### src/verilog/uart_pkg.sv
package uart_pkg;

  // command layout
  localparam int cmd_width  = 16;
  localparam int rw_bit     = 15;
  localparam int read_width = 8;

  // frame layout
  localparam int   data_bits   = 8;
  localparam logic start_level = 1'b0;
  localparam logic stop_level  = 1'b1;

  // bit periods to wait for a reply start bit
  localparam int resp_timeout_bits = 32;

  typedef enum logic [2:0] {
    seq_idle,
    seq_addr,
    seq_data,
    seq_wait_reply,
    seq_done
  } seq_state_t;

  typedef enum logic [2:0] {
    tx_idle,
    tx_start,
    tx_data,
    tx_parity,
    tx_stop
  } tx_state_t;

  typedef enum logic [2:0] {
    rx_idle,
    rx_start,
    rx_data,
    rx_parity,
    rx_stop
  } rx_state_t;

endpackage
### src/verilog/uart_byte_if.sv
`timescale 1ns/10ps

interface uart_byte_if;

  logic [7:0] data;
  logic       start;
  logic       busy;
  logic       done;

  // sequencer side
  modport src (
    output data,
    output start,
    input  busy,
    input  done
  );

  // transmitter side
  modport snk (
    input  data,
    input  start,
    output busy,
    output done
  );

endinterface

### src/verilog/uart_cmd_top.sv
`timescale 1ns/10ps

module uart_cmd_top #(
  parameter int CLKS_PER_BIT = 434,
  parameter bit PARITY_EN    = 1'b1
) (
  input  logic                           clk,
  input  logic                           rst_n,
  input  logic [uart_pkg::cmd_width-1:0] cmd_in,
  input  logic                           cmd_vld,
  input  logic                           rx,
  output logic                           tx,
  output logic                           cmd_rdy,
  output logic                           read_rdy,
  output logic [uart_pkg::read_width:0]  read_data
);

  logic [uart_pkg::read_width-1:0] rx_byte;
  logic                            rx_err;
  logic                            rx_valid;
  logic                            rx_active;

  // sequencer to transmitter byte channel
  uart_byte_if u_byte_if ();

  uart_rx #(
    .CLKS_PER_BIT (CLKS_PER_BIT),
    .PARITY_EN    (PARITY_EN)
  ) u_rx (
    .clk       (clk),
    .rst_n     (rst_n),
    .rx        (rx),
    .rx_byte   (rx_byte),
    .rx_err    (rx_err),
    .rx_valid  (rx_valid),
    .rx_active (rx_active)
  );

  uart_cmd_seq #(
    .CLKS_PER_BIT (CLKS_PER_BIT)
  ) u_seq (
    .clk       (clk),
    .rst_n     (rst_n),
    .cmd_in    (cmd_in),
    .cmd_vld   (cmd_vld),
    .rx_byte   (rx_byte),
    .rx_err    (rx_err),
    .rx_valid  (rx_valid),
    .rx_active (rx_active),
    .cmd_rdy   (cmd_rdy),
    .read_rdy  (read_rdy),
    .read_data (read_data),
    .txb       (u_byte_if.src)
  );

  uart_tx #(
    .CLKS_PER_BIT (CLKS_PER_BIT),
    .PARITY_EN    (PARITY_EN)
  ) u_tx (
    .clk   (clk),
    .rst_n (rst_n),
    .tx    (tx),
    .txb   (u_byte_if.snk)
  );

endmodule

### src/verilog/uart_cmd_seq.sv
`timescale 1ns/10ps

module uart_cmd_seq #(
  parameter int CLKS_PER_BIT = 434
) (
  input  logic                          clk,
  input  logic                          rst_n,
  input  logic [uart_pkg::cmd_width-1:0] cmd_in,
  input  logic                          cmd_vld,
  input  logic [uart_pkg::read_width-1:0] rx_byte,
  input  logic                          rx_err,
  input  logic                          rx_valid,
  input  logic                          rx_active,
  output logic                          cmd_rdy,
  output logic                          read_rdy,
  output logic [uart_pkg::read_width:0] read_data,
  uart_byte_if.src                      txb
);

  localparam int to_limit = uart_pkg::resp_timeout_bits * CLKS_PER_BIT;
  localparam int to_w     = $clog2(to_limit);
  localparam logic [to_w-1:0] to_last = to_w'(to_limit - 1);

  uart_pkg::seq_state_t state;
  logic [to_w-1:0]      to_cnt;
  logic                 rw_flag;
  logic [7:0]           wr_byte;
  logic                 accept;
  logic                 timeout_hit;
  logic                 addr_done;

  // ready only between commands and with the line free
  assign cmd_rdy = ((state == uart_pkg::seq_idle) || (state == uart_pkg::seq_done))
                   && !txb.busy;
  assign accept  = cmd_vld & cmd_rdy;

  assign addr_done   = (state == uart_pkg::seq_addr) && txb.done;
  assign timeout_hit = (to_cnt == to_last) && !rx_active;

  always_ff @(posedge clk or negedge rst_n) begin
    if (!rst_n) begin
      state     <= uart_pkg::seq_idle;
      txb.start <= 1'b0;
      read_rdy  <= 1'b0;
      read_data <= '0;
      to_cnt    <= '0;
    end else begin
      txb.start <= 1'b0;
      read_rdy  <= 1'b0;
      case (state)
        uart_pkg::seq_idle,
        uart_pkg::seq_done: begin
          if (accept) begin
            txb.start <= 1'b1;
            state     <= uart_pkg::seq_addr;
          end else begin
            state <= uart_pkg::seq_idle;
          end
        end
        uart_pkg::seq_addr: begin
          if (txb.done) begin
            if (rw_flag) begin
              to_cnt <= '0;
              state  <= uart_pkg::seq_wait_reply;
            end else begin
              txb.start <= 1'b1;
              state     <= uart_pkg::seq_data;
            end
          end
        end
        uart_pkg::seq_data: begin
          if (txb.done) begin
            state <= uart_pkg::seq_done;
          end
        end
        uart_pkg::seq_wait_reply: begin
          if (rx_valid) begin
            read_data <= {rx_err, rx_byte};
            read_rdy  <= 1'b1;
            state     <= uart_pkg::seq_done;
          end else if (timeout_hit) begin
            read_data <= {1'b1, {uart_pkg::read_width{1'b0}}};
            read_rdy  <= 1'b1;
            state     <= uart_pkg::seq_done;
          end else if (!rx_active) begin
            // held while a reply frame is coming in
            to_cnt <= to_cnt + 1'b1;
          end
        end
        default: state <= uart_pkg::seq_idle;
      endcase
    end
  end

  // command capture and byte selection
  always_ff @(posedge clk) begin
    if (accept) begin
      rw_flag  <= cmd_in[uart_pkg::rw_bit];
      wr_byte  <= cmd_in[7:0];
      txb.data <= cmd_in[uart_pkg::cmd_width-1 -: 8];
    end else if (addr_done && !rw_flag) begin
      txb.data <= wr_byte;
    end
  end

endmodule

### src/verilog/uart_tx.sv
`timescale 1ns/10ps

module uart_tx #(
  parameter int CLKS_PER_BIT = 434,
  parameter bit PARITY_EN    = 1'b1
) (
  input  logic     clk,
  input  logic     rst_n,
  output logic     tx,
  uart_byte_if.snk txb
);

  localparam int cnt_w = (CLKS_PER_BIT > 2) ? $clog2(CLKS_PER_BIT) : 1;
  localparam int bit_w = $clog2(uart_pkg::data_bits);
  localparam logic [cnt_w-1:0] last_cnt = cnt_w'(CLKS_PER_BIT - 1);
  localparam logic [bit_w-1:0] last_bit = bit_w'(uart_pkg::data_bits - 1);

  uart_pkg::tx_state_t state;
  logic [cnt_w-1:0]    baud_cnt;
  logic [bit_w-1:0]    bit_cnt;
  logic [7:0]          shreg;
  logic                parity;
  logic                bit_end;

  assign bit_end  = (baud_cnt == last_cnt);
  assign txb.busy = (state != uart_pkg::tx_idle);
  assign txb.done = (state == uart_pkg::tx_stop) && bit_end;

  always_ff @(posedge clk or negedge rst_n) begin
    if (!rst_n) begin
      state    <= uart_pkg::tx_idle;
      baud_cnt <= '0;
      bit_cnt  <= '0;
    end else if (state == uart_pkg::tx_idle) begin
      baud_cnt <= '0;
      bit_cnt  <= '0;
      if (txb.start) begin
        state <= uart_pkg::tx_start;
      end
    end else if (!bit_end) begin
      baud_cnt <= baud_cnt + 1'b1;
    end else begin
      baud_cnt <= '0;
      case (state)
        uart_pkg::tx_start: state <= uart_pkg::tx_data;
        uart_pkg::tx_data: begin
          if (bit_cnt == last_bit) begin
            state <= PARITY_EN ? uart_pkg::tx_parity : uart_pkg::tx_stop;
          end else begin
            bit_cnt <= bit_cnt + 1'b1;
          end
        end
        uart_pkg::tx_parity: state <= uart_pkg::tx_stop;
        default: state <= uart_pkg::tx_idle;
      endcase
    end
  end

  // byte latched on start, shifted out lsb first
  always_ff @(posedge clk) begin
    if (state == uart_pkg::tx_idle && txb.start) begin
      shreg  <= txb.data;
      parity <= ~^txb.data;
    end else if (state == uart_pkg::tx_data && bit_end) begin
      shreg <= {1'b0, shreg[7:1]};
    end
  end

  always_comb begin
    case (state)
      uart_pkg::tx_start:  tx = uart_pkg::start_level;
      uart_pkg::tx_data:   tx = shreg[0];
      uart_pkg::tx_parity: tx = parity;
      default:             tx = uart_pkg::stop_level;
    endcase
  end

endmodule

### src/verilog/uart_rx.sv
`timescale 1ns/10ps

module uart_rx #(
  parameter int CLKS_PER_BIT = 434,
  parameter bit PARITY_EN    = 1'b1
) (
  input  logic       clk,
  input  logic       rst_n,
  input  logic       rx,
  output logic [7:0] rx_byte,
  output logic       rx_err,
  output logic       rx_valid,
  output logic       rx_active
);

  localparam int cnt_w = (CLKS_PER_BIT > 2) ? $clog2(CLKS_PER_BIT) : 1;
  localparam int bit_w = $clog2(uart_pkg::data_bits);
  localparam logic [cnt_w-1:0] last_cnt = cnt_w'(CLKS_PER_BIT - 1);
  localparam logic [cnt_w-1:0] half_cnt = cnt_w'(CLKS_PER_BIT / 2 - 1);
  localparam logic [bit_w-1:0] last_bit = bit_w'(uart_pkg::data_bits - 1);

  uart_pkg::rx_state_t state;
  logic                rx_s1;
  logic                rx_s2;
  logic                rx_prev;
  logic [cnt_w-1:0]    cnt;
  logic [bit_w-1:0]    bit_cnt;
  logic                par_acc;
  logic                par_err;
  logic                mid_bit;
  logic                fall;

  assign mid_bit   = (cnt == last_cnt);
  assign fall      = rx_prev & ~rx_s2;
  assign rx_active = (state != uart_pkg::rx_idle);

  // two-flop synchronizer plus edge history
  always_ff @(posedge clk or negedge rst_n) begin
    if (!rst_n) begin
      rx_s1   <= 1'b1;
      rx_s2   <= 1'b1;
      rx_prev <= 1'b1;
    end else begin
      rx_s1   <= rx;
      rx_s2   <= rx_s1;
      rx_prev <= rx_s2;
    end
  end

  always_ff @(posedge clk or negedge rst_n) begin
    if (!rst_n) begin
      state    <= uart_pkg::rx_idle;
      cnt      <= '0;
      bit_cnt  <= '0;
      par_acc  <= 1'b0;
      par_err  <= 1'b0;
      rx_err   <= 1'b0;
      rx_valid <= 1'b0;
    end else begin
      rx_valid <= 1'b0;
      case (state)
        uart_pkg::rx_idle: begin
          cnt <= '0;
          if (fall) begin
            state <= uart_pkg::rx_start;
          end
        end
        uart_pkg::rx_start: begin
          // half a bit in, start must still be low
          if (cnt == half_cnt) begin
            cnt     <= '0;
            bit_cnt <= '0;
            par_acc <= 1'b0;
            par_err <= 1'b0;
            if (rx_s2 == uart_pkg::start_level) begin
              state <= uart_pkg::rx_data;
            end else begin
              state <= uart_pkg::rx_idle;
            end
          end else begin
            cnt <= cnt + 1'b1;
          end
        end
        uart_pkg::rx_data: begin
          if (mid_bit) begin
            cnt     <= '0;
            par_acc <= par_acc ^ rx_s2;
            if (bit_cnt == last_bit) begin
              state <= PARITY_EN ? uart_pkg::rx_parity : uart_pkg::rx_stop;
            end else begin
              bit_cnt <= bit_cnt + 1'b1;
            end
          end else begin
            cnt <= cnt + 1'b1;
          end
        end
        uart_pkg::rx_parity: begin
          if (mid_bit) begin
            cnt     <= '0;
            par_err <= ~(par_acc ^ rx_s2);
            state   <= uart_pkg::rx_stop;
          end else begin
            cnt <= cnt + 1'b1;
          end
        end
        uart_pkg::rx_stop: begin
          if (mid_bit) begin
            cnt      <= '0;
            rx_err   <= par_err | (rx_s2 != uart_pkg::stop_level);
            rx_valid <= 1'b1;
            state    <= uart_pkg::rx_idle;
          end else begin
            cnt <= cnt + 1'b1;
          end
        end
        default: state <= uart_pkg::rx_idle;
      endcase
    end
  end

  // lsb arrives first
  always_ff @(posedge clk) begin
    if (state == uart_pkg::rx_data && mid_bit) begin
      rx_byte <= {rx_s2, rx_byte[7:1]};
    end
  end

endmodule

### config.mk
export PLATFORM = sky130hd
export DESIGN_NAME = uart_cmd_top
export DESIGN_NICKNAME = d
export VERILOG_FILES = /design/src/verilog/uart_pkg.sv /design/src/verilog/uart_byte_if.sv /design/src/verilog/uart_cmd_top.sv /design/src/verilog/uart_cmd_seq.sv /design/src/verilog/uart_tx.sv /design/src/verilog/uart_rx.sv
export SDC_FILE = /design/constraint.sdc
export NUM_CORES = 1
export LEC_CHECK = 0
export ABC_AREA = 1
export BUFFER_PORTS_ARGS = -buffer_cell sky130_fd_sc_hd__buf_2
export CORE_MARGIN = 3
export CORE_UTILIZATION = 53
export DETAILED_ROUTE_END_ITERATION = 7
export PLACE_DENSITY_LB_ADDON = 0.2
export SYNTH_ARGS = -nofsm -noshare
export SYNTH_HDL_FRONTEND = slang
export SYNTH_SLANG_ARGS = --single-unit
### constraint.sdc
create_clock -name clk -period 2.1 [get_ports clk]
set_input_delay 0.525 -clock clk [delete_from_list [all_inputs] [get_ports clk]]
set_output_delay 0.525 -clock clk [all_outputs]
set_load 0.02 [all_outputs]
# Word level (Yosys, flattened, before mapping)

Index checks and enable logic that the tools add are counted.

$add $sub $neg: 5
Equality and inequality tests: 35
Mux-type cells: 60
Reduce and logical (&&, ||, !) cells: 39
Bitwise gates (word level): 6

Operators with widths:

| operator              | count |
|---|---|
| $mux 14               | 5 |
| $mux 3                | 21 |
| $mux 9                | 6 |
| $mux 8                | 4 |
| $pmux 14 s2           | 1 |
| $pmux 9 s3            | 1 |
| $add 9x1->9 const B   | 2 |
| $eq 3x2->1 const B    | 6 |
| $eq 9x9->1 const B    | 2 |
| $ne 2x1->1 const B    | 9 |
| $reduce_bool 2->1     | 8 |
| $eq 3x3->1 const B    | 5 |
| $pmux 3 s5            | 1 |
| $reduce_and 3->1      | 5 |
| $add 14x1->14 const B | 1 |
| $eq 14x14->1 const B  | 1 |
| $mux 1                | 13 |
| $ne 2x2->1 const B    | 6 |
| $pmux 3 s4            | 1 |
| $reduce_and 6->1      | 2 |
| $eq 3x1->1 const B    | 3 |
| $eq 9x8->1 const B    | 1 |
| $logic_not 3->1       | 3 |
| $pmux 3 s3            | 1 |
| other kinds (20)      | 37 |

Input port bits: 20
Flip-flop bits (word level): 99
Logic and storage cells: 169
Output and inout bits: 12

# Logic depth before layout (Yosys ltp)

Depth after elaboration: 6
Gate-level depth with buffers: 11
Mapped depth without buffers: 11

# Hierarchy

Synthesis repeated with hierarchy kept, for this count alone.

Cells, all modules: 599
Area total of the unflattened synthesis: 5074.9 sq um

By module, submodules not included:

| module       | cells each | seq. area each (sq um) | instances | area each (sq um) |
|---|---|---|---|---|
| uart_cmd_seq | 264        | 1211.2                 | 1         | 2193.4 |
| uart_rx      | 157        | 794.5                  | 1         | 1473.9 |
| uart_tx      | 178        | 645.6                  | 1         | 1407.6 |

# Worst setup path after synthesis

Ideal clock, no wire load.

Path kind: register to register
From: register u_tx.state[1]
To: register u_seq.txb.data[0] (enable)
Setup slack: 0.053 ns
Cell stages (with the launch flop): 7
Setup time: 0.384 ns
Data arrival time: 1.663 ns
Path buffers: 1
Data required time: 1.716 ns
Period minus slack after synthesis: 2.047 ns
Path through: dfrtp_1 > nor2_2 > nand2_2 > nor3_2 > nand2_1 > buf_2 > o21ai_0

Word-level cells in the longest chain between the ends: 5
Elaborated cells on any way between the ends: 9
Those cells by class: eq/ne (1); bitwise (1); reduce/logical (7)

RTL lines:

| item                        | RTL line            | text |
|---|---|---|
| from (decl)                 | uart_tx.sv:18       | `uart_pkg::tx_state_t state;` |
| from (signal assigned)      | uart_tx.sv:31       | `state <= uart_pkg::tx_idle;` |
| from (signal assigned)      | uart_tx.sv:38       | `state <= uart_pkg::tx_start;` |
| from (signal assigned)      | uart_tx.sv:45       | `uart_pkg::tx_start: state <= uart_pkg::tx_data;` |
| $reduce_bool 3->1           | uart_tx.sv:26       | `assign txb.busy = (state != uart_pkg::tx_idle);` |
| $logic_not 1->1             | uart_cmd_seq.sv:34  | `&& !txb.busy;` |
| $logic_and 1x1->1           | uart_cmd_seq.sv:34  |  |
| net cmd_rdy                 | uart_cmd_top.sv:13  | `output logic cmd_rdy,` |
| $and 1x1->1                 | uart_cmd_seq.sv:35  | `assign accept = cmd_vld & cmd_rdy;` |
| $reduce_bool 2->1 (no line) | --                  |  |
| to (signal assigned)        | uart_cmd_seq.sv:100 | `txb.data <= cmd_in[uart_pkg::cmd_width-1 -: 8];` |
| to (signal assigned)        | uart_cmd_seq.sv:102 | `txb.data <= wr_byte;` |
| to (decl)                   | uart_byte_if.sv:12  | `output data,` |

The timed path passes the listed nets, and every way through them passes these cells.
A chain may end at the register's enable or synchronous reset.

# Worst setup path after layout

From: register u_tx.state[0]
To: output port cmd_rdy

Word-level cells in the longest chain between the ends: 3

RTL lines:

| item              | RTL line |
|---|---|
| $reduce_bool 3->1 | uart_tx.sv:26 |
| $logic_not 1->1   | uart_cmd_seq.sv:34 |
| $logic_and 1x1->1 | uart_cmd_seq.sv:34 |
| to (decl)         | uart_cmd_top.sv:13 |

Every way passes these cells.

==> run_results.csv <==
group,metric,value,unit
floorplan,die_w,102,µm
yosys,synth_cell_types,34,
yosys,synth_nets,614,
setup_path,required,1.57,ns
timing,fin_crit,2.04,ns
pwr,vdd_drop_max,0.612,mV
placed_design,place_area,0.00519,mm²
pwr,power.density,710,mW/mm²
pwr,switchingPower,1.15,mW
final_layout,layout_commonest_cell,"nand2_1",
clock_tree,numCtsBuffers,9,
setup_path,worstReg2RegEnd,"u_seq.wr_byte[0]",
setup_path,worst_path_max_delay_cell,"dfrtp_1",
setup_path,path_delay_family,"simple AND/OR/NAND/NOR gates",
detailed_routing,drtAntennaViolNets,0,
global_route,grt_pass1_wl,15.6,mm
detailed_routing,drc,0,
floorplan,rows,34,
setup_path,r2r_start,"u_tx.state[0]",
setup_path,crit_type,"register to primary output",
pwr,internal-power,2.69,mW
pwr,leakagePower,2.55,nW
timing,slew_viol_final,0,
setup_path,critPathMaxFanout,8,
setup_path,cp-end-kind,"primary output",
clock_tree,cts.htree.levels,3,
detailed_routing,vias,3759,
placed_design,io_buffers,31,
yosys,yosysTopAreaCellShare,31.7,%
global_route,antenna_found_initial,0,
pwr,switching_share,30.0,%
clock_tree,root_buffer,"clkbuf_8",
global_route,grt-ovfl-total,0,
timing,setup-tns-final,0,ns
setup_path,crit_buf_inv,1,
pwr,pwr-share-comb,13.0,%
global_route,grt_pass1_vias,3631,
floorplan,io_pins,32,
clock_tree,clk_pin_slew_worst_paths,0.10,ns
yosys,yosysTopAreaCell,"dfrtp_1",
yosys,netlist_area,0.00489,mm²
final_layout,fin_area,0.00540,mm²
detailed_routing,routed_wl,8.95,mm
floorplan,dieArea,0.0104,mm²
min_path,hp-class,"input pin to async pin",
detailed_routing,firstDrtPassIters,4,
timing,skew,0.0156,ns
placed_design,post-dp-hpwl,6.47,mm
detailed_routing,wl_per_cell,12.1,µm
timing,setup_viol,0,
clock_tree,cts.sinks,99,
placed_design,routabilityCongestion,0.866,
timing,finalHoldViolCount,0,
yosys,syn-mean-instance-area,8.38,µm²
pwr,power_frac_seq,55.5,%
final_layout,diodes,0,
clock_tree,post-cts-setup-buffer-count,0,
pwr,power,3.84,mW
yosys,synth_seq_cells,99,
yosys,yosysSeqAreaShare,54.2,%
yosys,ys_warn_count,0,
floorplan,core_area,0.00885,mm²
clock_tree,insertion_delay,0.37,ns
timing,timing.final.crit_share,96.9,%
timing,rsz0062_at_grt,"yes",
clock_tree,cts_buffer_depth,2,
yosys,syn_inst,584,
setup_path,worstPathArrival,1.51,ns
timing,max_freq,0.491,GHz
timing,holdWs,0.150,ns
clock_tree,cts_tree,"done",
setup_path,cp_cell_sequence,"nor2_2, nand2_2, nor3_4, buf_4",
detailed_routing,drtIter0Drc,160,
pwr,power_frac_clock,31.5,%
final_layout,final_cell_mix,"nand2_1, nor2_1, dfrtp_1",
floorplan,start_util,55.3,%
final_layout,syn2layout_area_growth,10.4,%
setup_path,worstRegToRegCells,5,
setup_path,rrSetupSlack,0.25,ns
floorplan,die_h,102,µm
global_route,grt_util_all_layers,18.7,%
final_layout,layout-drive-gt1-share,12.9,%
timing,tightest_slew,0.399,ns
global_route,grt_max_degree,66,
outcome,outcome,"finished clean",
final_layout,final_nets,654,
yosys,synth.area.top_cells,"dfrtp_1, edfxtp_1, nand2_1, nand3_1, nor2_1",
detailed_routing,viasPerCell,5.10,
run,maxCapViolations,0,
setup_path,startpoint_type,"register",
setup_path,cpPeakStageDelay,0.45,ns
timing,slew_headroom,73.3,%
synthesized netlist by cell type, drive strengths merged:
cell      n
dfstp     3
nor2     72
nand3    51
nand4     7
ha       10
dfrtp    62
nand2   212
o21ai    23
a21oi     9
o21bai    2
or2       4
inv      56
o22ai     1
clkinv    3
nor3b     3
xor2      1
edfxtp   34
xnor2     9
o211ai    1
o21a      1
nor3     13
nand3b    1
clkbuf    2
buf       4
sequential cells by signal, summed over array words and instances (netlist names), 3 cells and up:
register / flops
u_seq.state: 3
u_rx.cnt: 9
u_seq.read_data: 9
u_tx.baud_cnt: 9
u_tx.state: 3
u_tx.shreg: 8
u_seq.txb.data: 8
u_tx.bit_cnt: 3
u_rx.bit_cnt: 3
u_rx.rx_byte: 8
u_seq.to_cnt: 14
u_seq.wr_byte: 8
u_rx.state: 3
what timing repair did:
| action | CTS | global route |
|---|---|---|
| setup endpoints to repair | 0 | 2 |
| gates resized for setup | 0 | 3 |
| hold buffers | 0 | 0 |
| endpoints found under the hold margin | 0 | 0 |
worst max path at each step:
stage	slack, ns	start	end	cells past startpoint
finish	0.06	u_tx.state[0]	cmd_rdy	4
global route	-0.02	u_tx.state[0]	cmd_rdy	4
CTS	0.01	u_tx.state[0]	cmd_rdy	4
detailed placement	0.25	u_tx.state[1]	u_seq.wr_byte[5]	5
global placement	0.36	u_tx.baud_cnt[1]	u_seq.txb.data[6]	9
floorplan	0.05	u_tx.state[1]	u_seq.txb.data[0]	6
logic make-up (layout without fill, tap and decap cells):
kind of cell               Yosys count  count (layout)  share of synthesized area, %
and+or+nand+nor                    363             363                          32.2
DFF                                 99              99                          54.2
buffers and inverters               65             110                          5.22
AOI/OAI and AO/OA                   37              37                          4.01
adders and majority gates           10              10                          2.56
xor gates and xnor gates            10              10                          1.79
area by class of cell:
cell class                 instances  area (µm²)
fill                             796        3440
inverter                          59         221
clock buffer                       9         124
sequential                        99        2650
clock inverter                     7        76.3
tap                              108         135
timing repair buffer              35         200
multi-input combinational        420        2000
layer usage:
layer	routed length, µm	GRT usage [%]	vias to the layer above
met3	255	4.23	10
met1	4120	23.3	1748
met5	0	0	-
li1	-	-	1952
met4	112	6.16	0
met2	4470	32.3	49
power groups by stage:
stage / logic (mW) / clock network, mW / registers [mW]
after global placement: 0.485 / 0 / 2.17
after floorplan: 0.364 / 0 / 2.15
after detailed placement: 0.499 / 0 / 2.17
final: 0.497 / 1.21 / 2.13
after global routing: 0.585 / 1.32 / 2.14
after CTS: 0.500 / 1.25 / 2.13
per-stage QoR:
step / utilization, % / setup WS [ns] / instances
2_1_floorplan: - / 0.0530 / 584
3_3_place_gp: 58.7 / 0.363 / 721
3_5_place_dp: 58.7 / 0.250 / 721
6_report: 61.1 / 0.0647 / 737
4_1_cts: 60.9 / 0.0143 / 737
5_1_grt: 61.1 / -0.0207 / 737
(Power assumes the default switching activity.)
